===== config.mk =====
export PLATFORM = sky130hd
export DESIGN_NAME = memWriteback
export DESIGN_NICKNAME = d
export VERILOG_FILES = /design/src/hdl/rvPkg.sv /design/src/hdl/memWriteback.sv
export SDC_FILE = /design/constraint.sdc
export NUM_CORES = 2
export LEC_CHECK = 0
export ABC_AREA = 1
export BUFFER_PORTS_ARGS = -buffer_cell sky130_fd_sc_hd__buf_2
export CORE_UTILIZATION = 25
export DETAILED_ROUTE_END_ITERATION = 6
export GPL_ROUTABILITY_DRIVEN = 0
export PLACE_DENSITY = 0.51
export SYNTH_ARGS = -nofsm -noshare
export SYNTH_HDL_FRONTEND = slang
export SYNTH_SLANG_ARGS = --single-unit

===== constraint.sdc =====
create_clock -name clk -period 2.86 [get_ports clk]
set_input_delay 0.715 -clock clk [delete_from_list [all_inputs] [get_ports clk]]
set_output_delay 0.715 -clock clk [all_outputs]
set_load 0.05 [all_outputs]

===== src/hdl/rvPkg.sv =====
// Encodings cover only lw, sw, beq and the listed R/I ALU ops; both memories share MEM_WORDS
package rvPkg;

  localparam int XLEN      = 32;
  localparam int MEM_WORDS = 64;
  localparam int ADDR_BITS = $clog2(MEM_WORDS);  // Word index bits into either memory

  typedef logic [XLEN-1:0] word_t;
  typedef logic [4:0]      regAddr_t;

  // Opcodes of the supported instruction classes
  localparam logic [6:0] opLoad   = 7'b0000011;
  localparam logic [6:0] opStore  = 7'b0100011;
  localparam logic [6:0] opRtype  = 7'b0110011;
  localparam logic [6:0] opItype  = 7'b0010011;
  localparam logic [6:0] opBranch = 7'b1100011;

  // ALU operation select
  typedef enum logic [2:0] {
    aluAdd = 3'd0,
    aluSub = 3'd1,  // Also used by beq for the zero test
    aluAnd = 3'd2,
    aluOr  = 3'd3,
    aluSlt = 3'd4   // Signed compare
  } aluCtrl_t;

  // Immediate format
  typedef enum logic [1:0] {
    immI = 2'd0,
    immS = 2'd1,
    immB = 2'd2
  } immSel_t;

  // Forwarding source for an execute operand
  typedef enum logic [1:0] {
    fwdNone = 2'd0,  // Register file value
    fwdWb   = 2'd1,  // Writeback result
    fwdMem  = 2'd2   // ALU result in memory stage
  } fwdSel_t;

endpackage


===== src/hdl/memWriteback.sv =====
// Data RAM is word aligned with the low two address bits ignored; reads are combinational
`timescale 1ns/1ns

module memWriteback (
  input  logic            clk,
  input  logic            reset,
  input  logic            memWriteM,
  input  rvPkg::word_t    aluResultM,
  input  rvPkg::word_t    writeDataM,
  input  rvPkg::regAddr_t rdM,
  input  logic            memToRegW,
  output rvPkg::word_t    resultW,
  output rvPkg::regAddr_t rdW
);
  import rvPkg::*;

  word_t ram [MEM_WORDS];
  word_t readDataM, readDataW, aluResultW;

  assign readDataM = ram[aluResultM[ADDR_BITS+1:2]];

  always_ff @(posedge clk) begin
    if (memWriteM) ram[aluResultM[ADDR_BITS+1:2]] <= writeDataM;
  end

  // Memory/writeback register
  always_ff @(posedge clk or posedge reset) begin
    if (reset) begin
      aluResultW <= '0;
      readDataW  <= '0;
      rdW        <= '0;
    end else begin
      aluResultW <= aluResultM;
      readDataW  <= readDataM;
      rdW        <= rdM;
    end
  end

  assign resultW = memToRegW ? readDataW : aluResultW;  // Loads take the RAM word

endmodule


==> impl_metrics.tcl <==
set metrics [dict create \
    first_global_vias 58400 \
    post_drt_wl_per_cell_um 21.2 \
    final-max-slew-violation-count 0 \
    overall_power_of_the_completed_layout_mw 67.6 \
    totalWireLength_mm 290 \
    num_io_pins 110 \
    dpl.cell_count 13200 \
    grt.overflow.total 0 \
    cp-startpoint "readDataW[31]" \
    fp.dieH_um 595 \
    outcome "complete, but fails checks" \
    ff2ff_setup_slack_ps 670 \
    timing.final.hold_violations 0 \
    cts_inserted_buffers 223 \
    remaining_drc_errors 5 \
    timing.setup.tns_ps 0 \
    final_cell_mix "5728 x nand2_1, 2048 x edfxtp_1, 231 x buf_4" \
    dieArea_um2 354000 \
    power_per_cell_area_nw_per_um2 637 \
    ctsLongestPathBuffers 4 \
    tightest_slew_ps 910 \
    type_of_the_worst_setup_path "register to output port" \
    final.setup.worst_slack_ps 62.2 \
    fin_worst_hold_slack_ps 70.2 \
    finish.utilization 0.304 \
    timing.max_slew.rel_slack 0.393 \
    r2r.worst_path.cells 7 \
    detail-route-antenna-nets 0 \
    grt_max_degree 71 \
    floorplan.initialDensity 0.251 \
    final.setup_skew_ps 67.1 \
    cts_setup_buffers 0 \
    final_min_period_over_clock_period 0.978 \
    post_route_cells_drive_above_1_share 0.109 \
    worst_ep_arrival_time_ps 2080 \
    detail_route.vias_per_cell 4.42 \
    max_freq_ghz 0.357 \
    min-delay-path-class "input pin to register" \
    timing.critical_path.cells "mux2_2 -> buf_2" \
    r2r-end "readDataW[30]" \
    setup_viol 0 \
    firstDrtPassIters 7 \
    detailedPlace.worstSlack_ps -285 \
    design.core.area_um2 350000 \
    postSynthRegisterBits 2117 \
    die-width_um 595 \
    failed_checks "design-rule violations" \
    vdd_drop_max_mv 0.516 \
    first_pass_grt_wire_length_mm 416 \
    post_synth_num_cell_types 22 \
    most_common_cell_after_layout_fill_and_taps_aside "nand2_1" \
    rsz0062_at_grt "false" \
    reg2reg_from "ram[24][30]" \
    post_synthesis_net_count 8587 \
    dp_hpwl_mm 177 \
    final-instance-count-excl-fill 13700 \
    final_period_minus_worst_setup_slack_ps 2800 \
    critical_path_required_ps 2140 \
    avgSynthCellArea_um2 10.3 \
    cp_slowest_stage_delay_ps 640 \
    antenna_found_initial 33 \
    netlist_area_um2 88000 \
    area.growth.synth_to_final_pct 20.7 \
    placement_rows 217 \
    numClockSinks 2117 \
    io_buffers 109 \
    ys_seq_area_frac 0.719 \
    end_kind "output port" \
    cts_root_buf "clkbuf_16" \
    synthesis.instances 8514 \
    dpl_cell_area_um2 98900 \
    stdcell_area_um2 106000 \
    clkTransAtPathRegs_ps 60 \
    cp_slowest_cell "dfrtp_1" \
    grt_usage 0.160 \
    worstSkewPairLatency_ps 920 \
    final_net_count 8970 \
    vias 60400 \
    p_leak_nw 43.4 \
    synthesis.yosys.warnings 0 \
    cts_tree "done" \
    max_cap_viol_count 0 \
    critical_path.max_fanout 2 \
    drt_iter0_markers 5862 \
    htree_levels 4 \
    critical_path.startpoint_type "register" \
    worstSetupEndpoint "resultW[31]" \
]
## kinds of logic (layout without fill, tap and decap cells)
family / after synthesis / in the layout / share of synthesized area
AND/OR/NAND/NOR: 5896 / 5896 / 0.253
multiplexers: 32 / 32 / 0.00410
AO/OA/AOI/OAI: 12 / 12 / 0.000825
buffers and inverters: 457 / 1017 / 0.0236
flip-flops: 2117 / 2117 / 0.719
other: 0 / 10 / 0
## area by class of cell
| type | count | area, um^2 |
|---|---|---|
| Tap cell | 4599 | 5750 |
| Clock inverter | 116 | 971 |
| Timing Repair Buffer | 584 | 6900 |
| Fill cell | 35500 | 244000 |
| Antenna cell | 10 | 25.0 |
| Multi-Input combinational cell | 5940 | 23200 |
| Inverter | 31 | 140 |
| Clock buffer | 286 | 5940 |
| Sequential cell | 2117 | 63200 |
## timing repair
action / CTS / global route
endpoints found under the hold margin: 65 / 0
hold buffers: 32 / 0
resized for setup: 2 / 0
endpoints found under the setup margin: 2 / 0
## worst min-delay path by stage
stage	to	from	slack, ps	depth (start not counted)
after CTS	aluResultW[6]	aluResultM[6]	30	1
after detailed placement	readDataW[28]	ram[60][28]	820	10
after floorplan	readDataW[30]	ram[31][30]	610	6
after global routing	aluResultW[6]	aluResultM[6]	30	1
final	aluResultW[6]	aluResultM[6]	70	1
after global placement	readDataW[0]	ram[36][0]	810	10
## cells in the mapped netlist, drive strengths merged
master	number	share of area
nand4	2	0.00014
inv	31	0.0013
dfrtp	69	0.020
clkbuf	141	0.0060
nor3	8	0.00085
buf	285	0.016
nand3	13	0.00074
nor4	2	0.00014
nand2	5728	0.24
o21ai	7	0.00040
edfxtp	2048	0.70
or2	6	0.00043
nor2	137	0.0058
o211ai	5	0.00043
mux2	32	0.0041
## metal layers
metal / up-vias / wire length (um) / track usage
met5: - / 21 / 0
met4: 4 / 9550 / 0.0517
met3: 377 / 16600 / 0.0201
met2: 1896 / 137000 / 0.264
met1: 29800 / 127000 / 0.217
li1: 28300 / - / -
## where the power goes
group | switching [mW] | internal, mW
Sequential | 0.215 | 34.3
Clock | 12.3 | 15.6
Combinational | 3.69 | 1.41
Total | 16.3 | 51.3
## critical path, delay by kind of cell, from the launching register on
kind | cells | cell delay (ps)
flops | 1 | 640
buf+inv | 1 | 260
mux | 1 | 260
## state kept, by name, summed over array words and instances (netlist names)
signal	cells
rdW	5
ram	2048
aluResultW	32
readDataW	32
(Power assumes the default switching activity.)
