File: config.mk
export PLATFORM = sky130hd
export DESIGN_NAME = fetchStage
export DESIGN_NICKNAME = d
export VERILOG_FILES = /design/src/hdl/rvPkg.sv /design/src/hdl/fetchStage.sv
export SDC_FILE = /design/constraint.sdc
export NUM_CORES = 1
export LEC_CHECK = 0
export ABC_AREA = 1
export BUFFER_PORTS_ARGS = -buffer_cell sky130_fd_sc_hd__buf_2
export CAP_MARGIN = 5
export CELL_PAD_IN_SITES_DETAIL_PLACEMENT = 0
export CELL_PAD_IN_SITES_GLOBAL_PLACEMENT = 2
export CORE_MARGIN = 2
export CORE_UTILIZATION = 26
export DETAILED_ROUTE_END_ITERATION = 6
export HOLD_SLACK_MARGIN = 0.05
export MAX_ROUTING_LAYER = met4
export PLACE_DENSITY_LB_ADDON = 0.15
export SYNTH_ARGS = -nofsm -noshare
export SYNTH_HDL_FRONTEND = slang
export SYNTH_SLANG_ARGS = --single-unit
File: constraint.sdc
create_clock -name clk -period 1.93 [get_ports clk]
set_input_delay 0.2895 -clock clk [delete_from_list [all_inputs] [get_ports clk]]
set_output_delay 0.2895 -clock clk [all_outputs]
set_load 0.02 [all_outputs]
File: src/bench/program.hex
// One RV32I instruction word per line, starting at address 0
00500093
00C00113
002081B3
04302023
40110233
04402223
0021F2B3
04502423
0020E333
04602623
0020A3B3
04702823
FFD0A413
04802A23
04002483
00948533
04A02C23
00108663
04D00593
04B02E23
00208463
06300613
04C02E23
03700013
06002223
01900693
06D02023
00000063

File: src/hdl/rvPkg.sv
// Encodings cover only lw, sw, beq and the listed R/I ALU ops; both memories share MEM_WORDS
package rvPkg;

  localparam int XLEN      = 32;
  localparam int MEM_WORDS = 64;
  localparam int ADDR_BITS = $clog2(MEM_WORDS);  // Word index bits into either memory

  typedef logic [XLEN-1:0] word_t;
  typedef logic [4:0]      regAddr_t;

  // Opcodes of the supported instruction classes
  localparam logic [6:0] opLoad   = 7'b0000011;
  localparam logic [6:0] opStore  = 7'b0100011;
  localparam logic [6:0] opRtype  = 7'b0110011;
  localparam logic [6:0] opItype  = 7'b0010011;
  localparam logic [6:0] opBranch = 7'b1100011;

  // ALU operation select
  typedef enum logic [2:0] {
    aluAdd = 3'd0,
    aluSub = 3'd1,  // Also used by beq for the zero test
    aluAnd = 3'd2,
    aluOr  = 3'd3,
    aluSlt = 3'd4   // Signed compare
  } aluCtrl_t;

  // Immediate format
  typedef enum logic [1:0] {
    immI = 2'd0,
    immS = 2'd1,
    immB = 2'd2
  } immSel_t;

  // Forwarding source for an execute operand
  typedef enum logic [1:0] {
    fwdNone = 2'd0,  // Register file value
    fwdWb   = 2'd1,  // Writeback result
    fwdMem  = 2'd2   // ALU result in memory stage
  } fwdSel_t;

endpackage

File: src/hdl/fetchStage.sv
// ROM image read from bench/program.hex relative to the run directory; PC wraps inside 64 words
`timescale 1ns/1ns

module fetchStage (
  input  logic         clk,
  input  logic         reset,
  input  logic         stallF,
  input  logic         stallD,
  input  logic         flushD,
  input  logic         pcSrcE,
  input  rvPkg::word_t pcTargetE,
  output rvPkg::word_t instrD,
  output rvPkg::word_t pcD
);
  import rvPkg::*;

  word_t pcF, pcNextF, instrF;
  word_t rom [MEM_WORDS];

  initial begin
    $readmemh("/design/src/bench/program.hex", rom);
  end

  assign pcNextF = pcSrcE ? pcTargetE : pcF + word_t'(4);
  assign instrF  = rom[pcF[ADDR_BITS+1:2]];  // Word addressed

  always_ff @(posedge clk or posedge reset) begin
    if (reset) begin
      pcF <= '0;
    end else if (!stallF) begin
      pcF <= pcNextF;
    end
  end

  // Fetch/decode register, a cleared word is opcode 0 and decodes as a no-op
  always_ff @(posedge clk or posedge reset) begin
    if (reset) begin
      instrD <= '0;
      pcD    <= '0;
    end else if (flushD) begin
      instrD <= '0;
      pcD    <= '0;
    end else if (!stallD) begin
      instrD <= instrF;
      pcD    <= pcF;
    end
  end

endmodule

==> results.py <==
metrics = {
    "run_status": {
        "status": "finished, final reports clean",
    },
    "worst_setup_path": {
        "arrival_ns": 1.77,
        "r2r_end": "pcF[24]",
        "rr_worst_depth": 10,
        "reg2reg_from": "pcF[3]",
        "crit_top_cell": "nand2_1",
        "worst-path-buf-inv": 0,
        "setup.worst_path.start_class": "flop",
        "cp.required_ns": 2.15,
        "slowest_stage": "dfrtp_1",
        "crit_type": "flop to flop",
        "crit_path_cell_trace": "ha_1 -> nand2_2 -> nor2_4 -> nand2_1 -> nor2_4 -> nand2_1 -> nand2_1 -> nand3_1 -> nand2_1 -> nand2_1",
        "cp_slowest_stage_delay_ns": 0.41,
        "cp-end-kind": "flop",
        "crit_family": "simple AND/OR/NAND/NOR gates",
        "rrSetupSlack_ns": 0.39,
        "critPathMaxFanout": 5,
    },
    "timing": {
        "fin_crit_ns": 1.54,
        "fmax_mhz": 647,
        "rsz0062_at_grt": "false",
        "setup_ws_ns": 0.386,
        "drv_slew": 0,
        "setup_viol": 0,
        "period_share_pct": 80.0,
        "setup_tns_ns": 0,
        "finalHoldViolations": 0,
        "clock_skew_ns": 0.0120,
    },
    "min_path": {
        "hold_path.startpoint": "pcTargetE[0]",
        "worstHoldEndpoint": "pcF[0]",
        "whs_path_depth": 3,
        "min_path_type": "input pin to flop",
    },
    "pwr": {
        "power.density_nw_per_um2": 880,
        "ir_drop_mv": 0.432,
        "leakagePower_nw": 2.27,
    },
    "final_layout": {
        "nets": 620,
        "layout_commonest_cell": "nand2_1",
        "diodes": 0,
        "layout_common_cells": "nand2_1 (140), nand3_1 (74), buf_2 (69)",
        "syn2layout_area_growth_pct": 19.1,
        "drive_gt1_share_pct": 19.8,
    },
    "yosys": {
        "syn-instance-count": 511,
        "synth_edf_count": 0,
        "syn_avg_cell_area_um2": 7.40,
        "ys_seq_area_share_pct": 42.3,
        "yosys_warnings": 0,
        "yosys-top-cells-area": "dfrtp_1 (42%), nand2_1 (14%), nand3_1 (9.8%)",
        "synthArstFlopShare_pct": 100,
        "synth_flop_cell": "dfrtp_1",
        "yosysUniqueCellTypes": 33,
        "yosysTopAreaCellShare_pct": 42.3,
        "syn-cell-area_um2": 3780,
        "synth_seq_cells": 64,
        "synth_top_cell_by_area": "dfrtp_1",
    },
    "route": {
        "drt-wirelength-per-cell_um": 15.7,
        "avgViaCountPerCell": 4.39,
        "drc": 0,
        "dr.first_iter.drc_count": 194,
        "ant_nets": 0,
        "num_vias": 3375,
        "firstDrtPassIters": 4,
        "routed_wl_mm": 12.1,
    },
    "die": {
        "core_um2": 14400,
        "io_pins": 102,
        "die_w_um": 125,
        "dieArea_um2": 15500,
        "die_height_um": 125,
        "start_util_pct": 26.3,
        "num_rows": 44,
    },
    "place": {
        "gp_congestion": 0.785,
        "dp_hpwl_mm": 9.12,
        "dpl_worst_slack_ns": 0.356,
        "numPortBuffers": 69,
    },
    "clocking": {
        "h-tree-depth": 3,
        "clock-sinks": 64,
        "root_buffer": "clkbuf_16",
        "clk_path_buf_depth": 2,
        "cts_made_buffers": 9,
        "cts_tree": "yes",
        "postCtsSetupRepairBufs": 0,
        "path_clk_slew_ns": 0.05,
        "clk_latency_ns": 0.33,
    },
    "global_route": {
        "grtUsageTotal_pct": 16.3,
        "grt_pass1_vias": 3363,
        "antenna_found_initial": 0,
        "grt_pass1_wl_mm": 19.1,
        "grt_max_degree": 51,
        "grt-ovfl-total": 0,
    },
    "run": {
        "max_cap_violations": 0,
    },
}
## cell type report
type / instances / area, um^2
clock inverters: 3 / 17.5
fillers: 1591 / 9860
clock buffers: 12 / 256
repair buffers: 80 / 443
flip-flops and latches: 64 / 1600
multi-input cells: 378 / 1780
well taps: 184 / 230
inverters: 48 / 180
## worst reg2reg max path, stage by stage, from the launching register on
cell and delay, ns:
dfrtp_1 0.41, ha_1 0.20, nand2_2 0.09, nor2_4 0.15, nand2_1 0.14, nor2_4 0.16
nand2_1 0.06, nand2_1 0.05, nand3_1 0.06, nand2_1 0.06, nand2_1 0.05
## power by group
group	internal, mW	total [mW]	leakage [nW]	switching (mW)
Sequential	1.49	1.65	0.800	0.155
Clock	0.928	1.53	0.134	0.601
Combinational	0.238	0.789	1.33	0.551
## synth_stat cells, types with 2 or more instances
cell / n
o21ai_1: 2
nand2_4: 2
xor2_1: 4
buf_2: 11
nand2_1: 140
a21oi_1: 4
buf_4: 33
nand2_2: 3
o21ai_0: 43
o21bai_1: 4
o22ai_1: 3
clkbuf_1: 4
dfrtp_1: 64
and2_1: 2
nor2_2: 4
inv_1: 44
buf_1: 3
inv_2: 3
a31oi_1: 3
nor2_4: 10
nor2_1: 38
a211oi_1: 3
nand3_1: 74
## stage by stage
stage / std cells / power [mW] / instance area (um^2) / hold slack (ns) / utilization [%]
after floorplan: 542 / 2.22 / 3900 / 0.406 / -
final: 769 / 3.97 / 4510 / 0.164 / 31.4
after global placement: 753 / 2.47 / 4220 / 0.295 / 29.4
after detailed placement: 753 / 2.48 / 4220 / 0.306 / 29.4
after global routing: 769 / 4.19 / 4510 / 0.174 / 31.4
after CTS: 769 / 4.04 / 4510 / 0.157 / 31.4
## state kept, by name, summed over array words and instances, names as in the netlist
signal / count
pcD: 32
pcF: 32
## routing by layer
layer  vias up  part of all wire (%)  GRT usage, %
li1       1715                     -             -
met1      1576                    53          23.4
met2        76                    43          23.5
met3         8                   3.5          3.18
met4         0                   1.1          4.36
met5         -                     0             -
## worst max-delay path by stage
stage	cells past startpoint	start	slack (ns)	to
after floorplan	1	reset	0.04	pcD[0]
after global placement	10	pcF[3]	0.40	pcF[26]
after detailed placement	10	pcF[3]	0.36	pcF[26]
after CTS	10	pcF[3]	0.36	pcF[26]
after global routing	9	pcF[16]	0.17	pcF[26]
final	10	pcF[3]	0.39	pcF[24]
## repair_timing
action                                 CTS  global route
resized for setup                        0             0
hold buffers                             1             0
endpoints found under the hold margin   14             0
## kinds of logic after synthesis
logic type / after synthesis / share of synthesized area (%)
compound gates: 65 / 9.53
xor+xnor: 4 / 0.926
fa+ha+maj: 1 / 0.331
buf+inv: 100 / 13.8
flops: 64 / 42.3
other cells: 1 / 0.0991
simple gates: 276 / 33.0
No activity file was read; power rests on OpenSTA's default activity.
