## src/hdl/rvPkg.sv

```systemverilog
// Encodings cover only lw, sw, beq and the listed R/I ALU ops; both memories share MEM_WORDS
package rvPkg;

  localparam int XLEN      = 32;
  localparam int MEM_WORDS = 64;
  localparam int ADDR_BITS = $clog2(MEM_WORDS);  // Word index bits into either memory

  typedef logic [XLEN-1:0] word_t;
  typedef logic [4:0]      regAddr_t;

  // Opcodes of the supported instruction classes
  localparam logic [6:0] opLoad   = 7'b0000011;
  localparam logic [6:0] opStore  = 7'b0100011;
  localparam logic [6:0] opRtype  = 7'b0110011;
  localparam logic [6:0] opItype  = 7'b0010011;
  localparam logic [6:0] opBranch = 7'b1100011;

  // ALU operation select
  typedef enum logic [2:0] {
    aluAdd = 3'd0,
    aluSub = 3'd1,  // Also used by beq for the zero test
    aluAnd = 3'd2,
    aluOr  = 3'd3,
    aluSlt = 3'd4   // Signed compare
  } aluCtrl_t;

  // Immediate format
  typedef enum logic [1:0] {
    immI = 2'd0,
    immS = 2'd1,
    immB = 2'd2
  } immSel_t;

  // Forwarding source for an execute operand
  typedef enum logic [1:0] {
    fwdNone = 2'd0,  // Register file value
    fwdWb   = 2'd1,  // Writeback result
    fwdMem  = 2'd2   // ALU result in memory stage
  } fwdSel_t;

endpackage

```

## src/hdl/executeStage.sv

```systemverilog
// ALU covers add, sub, and, or and signed slt only; the branch target is always pcE plus immE
`timescale 1ns/1ns

module executeStage (
  input  logic             clk,
  input  logic             reset,
  input  rvPkg::word_t     rd1E,
  input  rvPkg::word_t     rd2E,
  input  rvPkg::word_t     immE,
  input  rvPkg::word_t     pcE,
  input  rvPkg::regAddr_t  rdE,
  input  rvPkg::fwdSel_t   forwardAE,
  input  rvPkg::fwdSel_t   forwardBE,
  input  logic             aluSrcE,
  input  rvPkg::aluCtrl_t  aluCtrlE,
  input  rvPkg::word_t     resultW,
  output logic             zeroE,
  output rvPkg::word_t     pcTargetE,
  output rvPkg::word_t     aluResultM,
  output rvPkg::word_t     writeDataM,
  output rvPkg::regAddr_t  rdM
);
  import rvPkg::*;

  word_t srcAE, srcBE, writeDataE, aluResultE;
  logic  lessE;

  function automatic word_t fwdMux(fwdSel_t sel, word_t regVal, word_t wbVal,
                                   word_t memVal);
    case (sel)
      fwdWb:   return wbVal;
      fwdMem:  return memVal;
      default: return regVal;
    endcase
  endfunction

  assign srcAE      = fwdMux(forwardAE, rd1E, resultW, aluResultM);
  assign writeDataE = fwdMux(forwardBE, rd2E, resultW, aluResultM);  // Also the store data
  assign srcBE      = aluSrcE ? immE : writeDataE;

  assign lessE = $signed(srcAE) < $signed(srcBE);

  always_comb begin
    case (aluCtrlE)
      aluAdd:  aluResultE = srcAE + srcBE;
      aluSub:  aluResultE = srcAE - srcBE;
      aluAnd:  aluResultE = srcAE & srcBE;
      aluOr:   aluResultE = srcAE | srcBE;
      aluSlt:  aluResultE = {{(XLEN-1){1'b0}}, lessE};
      default: aluResultE = srcAE + srcBE;
    endcase
  end

  assign zeroE     = (aluResultE == '0);
  assign pcTargetE = pcE + immE;

  // Execute/memory register
  always_ff @(posedge clk or posedge reset) begin
    if (reset) begin
      aluResultM <= '0;
      writeDataM <= '0;
      rdM        <= '0;
    end else begin
      aluResultM <= aluResultE;
      writeDataM <= writeDataE;
      rdM        <= rdE;
    end
  end

endmodule

```

## config.mk

```make
export PLATFORM = sky130hd
export DESIGN_NAME = executeStage
export DESIGN_NICKNAME = d
export VERILOG_FILES = /design/src/hdl/rvPkg.sv /design/src/hdl/executeStage.sv
export SDC_FILE = /design/constraint.sdc
export NUM_CORES = 1
export LEC_CHECK = 0
export BUFFER_PORTS_ARGS = -buffer_cell sky130_fd_sc_hd__buf_2
export CORE_MARGIN = 4
export CORE_UTILIZATION = 40
export DETAILED_ROUTE_END_ITERATION = 16
export RECOVER_POWER = 100
export SLEW_MARGIN = 20
export SYNTH_ARGS = -nofsm -noshare
export SYNTH_HDL_FRONTEND = slang
export SYNTH_SLANG_ARGS = --single-unit
```

## constraint.sdc

```tcl
create_clock -name clk -period 12.75 [get_ports clk]
set_clock_uncertainty 0.15 [all_clocks]
set_input_delay 1.275 -clock clk [delete_from_list [all_inputs] [get_ports clk]]
set_output_delay 1.275 -clock clk [all_outputs]
set_load 0.01 [all_outputs]
```

==> out/qor.yml <==
status: "complete, but fails checks"
violations: "max-capacitance violations, max-slew violations"
synth_area_sq_mm: 0.0105
critical_path.most_common_cell: "clkbuf_1"
start_util_pct: 41.1
reg2reg_slack_ns: 7.43
drt-total-wl_mm: 44.4
worstSetupPathType: "in2out"
postLayoutCellArea_sq_mm: 0.0122
async_flop_share_pct: 100
yosysWarningCount: 0
cp.required_ns: 11.32
hold_path_class: "reg2reg"
r2r_cells: 14
numCtsBuffers: 9
power.share.switching_pct: 47.9
placed_cells: 2000
synth-seq-cells: 69
insertion_delay_ns: 0.36
powerDensity_mw_per_mm2: 121
cts_tree: "done"
crit_path_top_delay_cell: "clkbuf_1"
die_x_microns: 170
synth_cells: 1469
arrival_ns: 8.84
cp-end-kind: "output pin"
reg2reg_from: "aluResultM[5]"
p_switching_w: 0.000707
syn-num-nets: 1778
synth_cell_type_count: 82
grt_pass1_vias: 11230
report.final.setup_viol: 0
period_share_pct: 80.5
num_io_pins: 277
hp-start: "aluResultM[1]"
detailed_place_hpwl_mm: 35.4
cap_violations: 2
total_leakage_power_nw: 5.72
setup_tns_ns: 0
viasPerCell: 6.04
synth_edf_count: 0
vias: 12188
power_frac_seq_pct: 21.3
pwr-share-comb_pct: 56.9
ys_seq_area_share_pct: 16.5
grt_max_degree: 70
hold_depth: 4
p_int_w: 0.000769
syn_avg_cell_area_sq_um: 7.12
cts_sinks: 69
vdd.ir_drop.worst_uv: 69.2
core_sq_mm: 0.0255
post-route-drc-count: 0
whs_endpoint: "writeDataM[1]"
post_cts_buffers: 0
yosysMostFrequentCell: "inv_1"
overflow: 0
clk_pin_slew_worst_paths_ns: 0.07
nets: 1990
drive_above_1_share_pct: 13.7
tightest_slew_ns: 4.11
die_area_sq_mm: 0.0288
drv_slew: 135
cts.repair.resized: 0
max_freq_ghz: 0.0974
cts_root_buf: "clkbuf_16"
slowest_delay_ns: 1.80
track_usage_pct: 29.0
dieHeight_microns: 170
final_hold_viol_count: 0
dr.pass1.iters: 5
critPathMaxFanout: 64
grt_pass1_wl_mm: 66.0
clock_path_buffers: 2
rows: 58
final_util_pct: 48.0
place_congestion: 0.986
cp-start-kind: "input pin"
area_growth_pct: 16.9
antenna_found_initial: 3
initialDrtViolationCount: 1265
wl_per_cell_microns: 22.0
io_buffers: 276
p_clk_share_pct: 21.8
holdBufCountCts: 0
yosys.area.top_type: "dfrtp_1"
slew_headroom_pct: -174
synth.cells.most_frequent: "153 x inv_1, 138 x nand2_1, 134 x nor2_1"
rsz0062_at_grt: "false"
timing.rr.end: "aluResultM[28]"
finalNonFillerCells: 2019
htreeDepth: 3
yosys_most_used_dff: "dfrtp_1"
fin_crit_ns: 10.27
synth_top_area_share_pct: 16.5
ant_nets: 0
placed_cell_area_sq_mm: 0.0120
yosys-top-cells-area: "dfrtp_1 17%, ha_1 16%, o21ai_0 6.3%"
path_cells: "clkbuf_1 -> inv_1 -> ha_2 -> clkbuf_1 -> a21oi_1 -> o21ai_0 -> ha_1 -> nor2b_1 -> a2111oi_4 -> o21ai_2 -> a311o_1 -> a2111oi_0 -> a21oi_1 -> mux2i_1 -> o211ai_1 -> a2111oi_0 -> nand4_1 -> nor4_2 -> clkbuf_1"
## stage by stage
| stage | total power [W] | hold slack [ns] | setup WS, ns |
|---|---|---|---|
| 4_1_cts | 0.00147 | 0.527 | 4.50 |
| 2_1_floorplan | 0.000853 | 0.531 | 5.70 |
| 3_3_place_gp | 0.00115 | 0.505 | 4.63 |
| 3_5_place_dp | 0.00115 | 0.525 | 4.51 |
| 5_1_grt | 0.00157 | 0.586 | 2.06 |
| 6_report | 0.00148 | 0.534 | 2.48 |
## layer usage
layer	part of all wire (%)	wire length [microns]	track usage, %
met1	44	19500	41.8
met2	44	19300	44.5
met3	10	4530	5.40
met4	2.3	1020	8.05
met5	0	0	0
## cell families after synthesis
family                     after synthesis  synth area share [%]
AOI/OAI and AO/OA                      556                  35.7
and+or+nand+nor                        429                  19.3
buffers and inverters                  240                  8.79
adders and majority gates              134                  16.2
DFF                                     69                  16.5
xor gates and xnor gates                36                  3.01
muxes                                    5                 0.478
## final cells by class
class | count | area [sq um]
Fill cell | 2691 | 13200
Multi-Input combinational cell | 1160 | 7800
Sequential cell | 69 | 1730
Timing Repair Buffer | 287 | 1330
Inverter | 154 | 578
Tap cell | 330 | 413
Clock buffer | 9 | 225
Clock inverter | 7 | 145
Antenna cell | 3 | 7.51
## worst max-delay path by stage
| stage | startpoint | end | slack, ns | depth (start not counted) |
|---|---|---|---|---|
| after floorplan | forwardBE[0] | zeroE | 5.70 | 20 |
| after global placement | forwardBE[0] | zeroE | 4.63 | 21 |
| after detailed placement | forwardBE[0] | zeroE | 4.51 | 20 |
| after CTS | forwardBE[0] | zeroE | 4.50 | 21 |
| after global routing | forwardBE[0] | zeroE | 2.06 | 19 |
| final | forwardBE[0] | zeroE | 2.48 | 19 |
## flip-flops by register name, indices dropped and copies added, names as in the netlist
register,count
writeDataM,32
aluResultM,32
rdM,5
## power groups by stage
stage,registers [W],logic [W],clock network (W)
final,0.000314,0.000840,0.000323
after global routing,0.000317,0.000916,0.000335
after CTS,0.000311,0.000839,0.000324
after detailed placement,0.000315,0.000834,0
after global placement,0.000316,0.000830,0
after floorplan,0.000316,0.000537,0
## worst max-delay path: cells and delay by family
kind                       cells  cell delay [ns]
AOI/OAI and AO/OA              9             3.74
buffers and inverters          4             2.15
and+or+nand+nor                3             0.75
adders and majority gates      2             0.69
muxes                          1             0.22
## cells in the final DEF, fill, tap and decap left out, types with 6 or more instances in the layout
master       n
a22oi_1     67
o21bai_1    16
nand3_1     19
o21ai_0    131
o22ai_1     12
nand2_1    138
ha_1       129
o21a_1      12
nand4_1     12
nand2b_1    17
nor2b_1     23
nor4_1       7
o221ai_1     6
xor2_1      11
o211ai_1    18
and2_1       6
and3_1       8
a211oi_1    16
or3_1        8
xnor2_1     25
buf_2      174
buf_4        9
clkbuf_16    9
a31oi_1     12
or2_2        8
nor3_1      23
dfrtp_1     69
a2111oi_0    6
nor2_1     133
a221o_1      9
o31ai_1      7
a21oi_1    129
a221oi_1    10
clkbuf_1   104
inv_1      153
a21o_1      24
o2111ai_1    7
No activity file was read; power rests on OpenSTA's default activity.
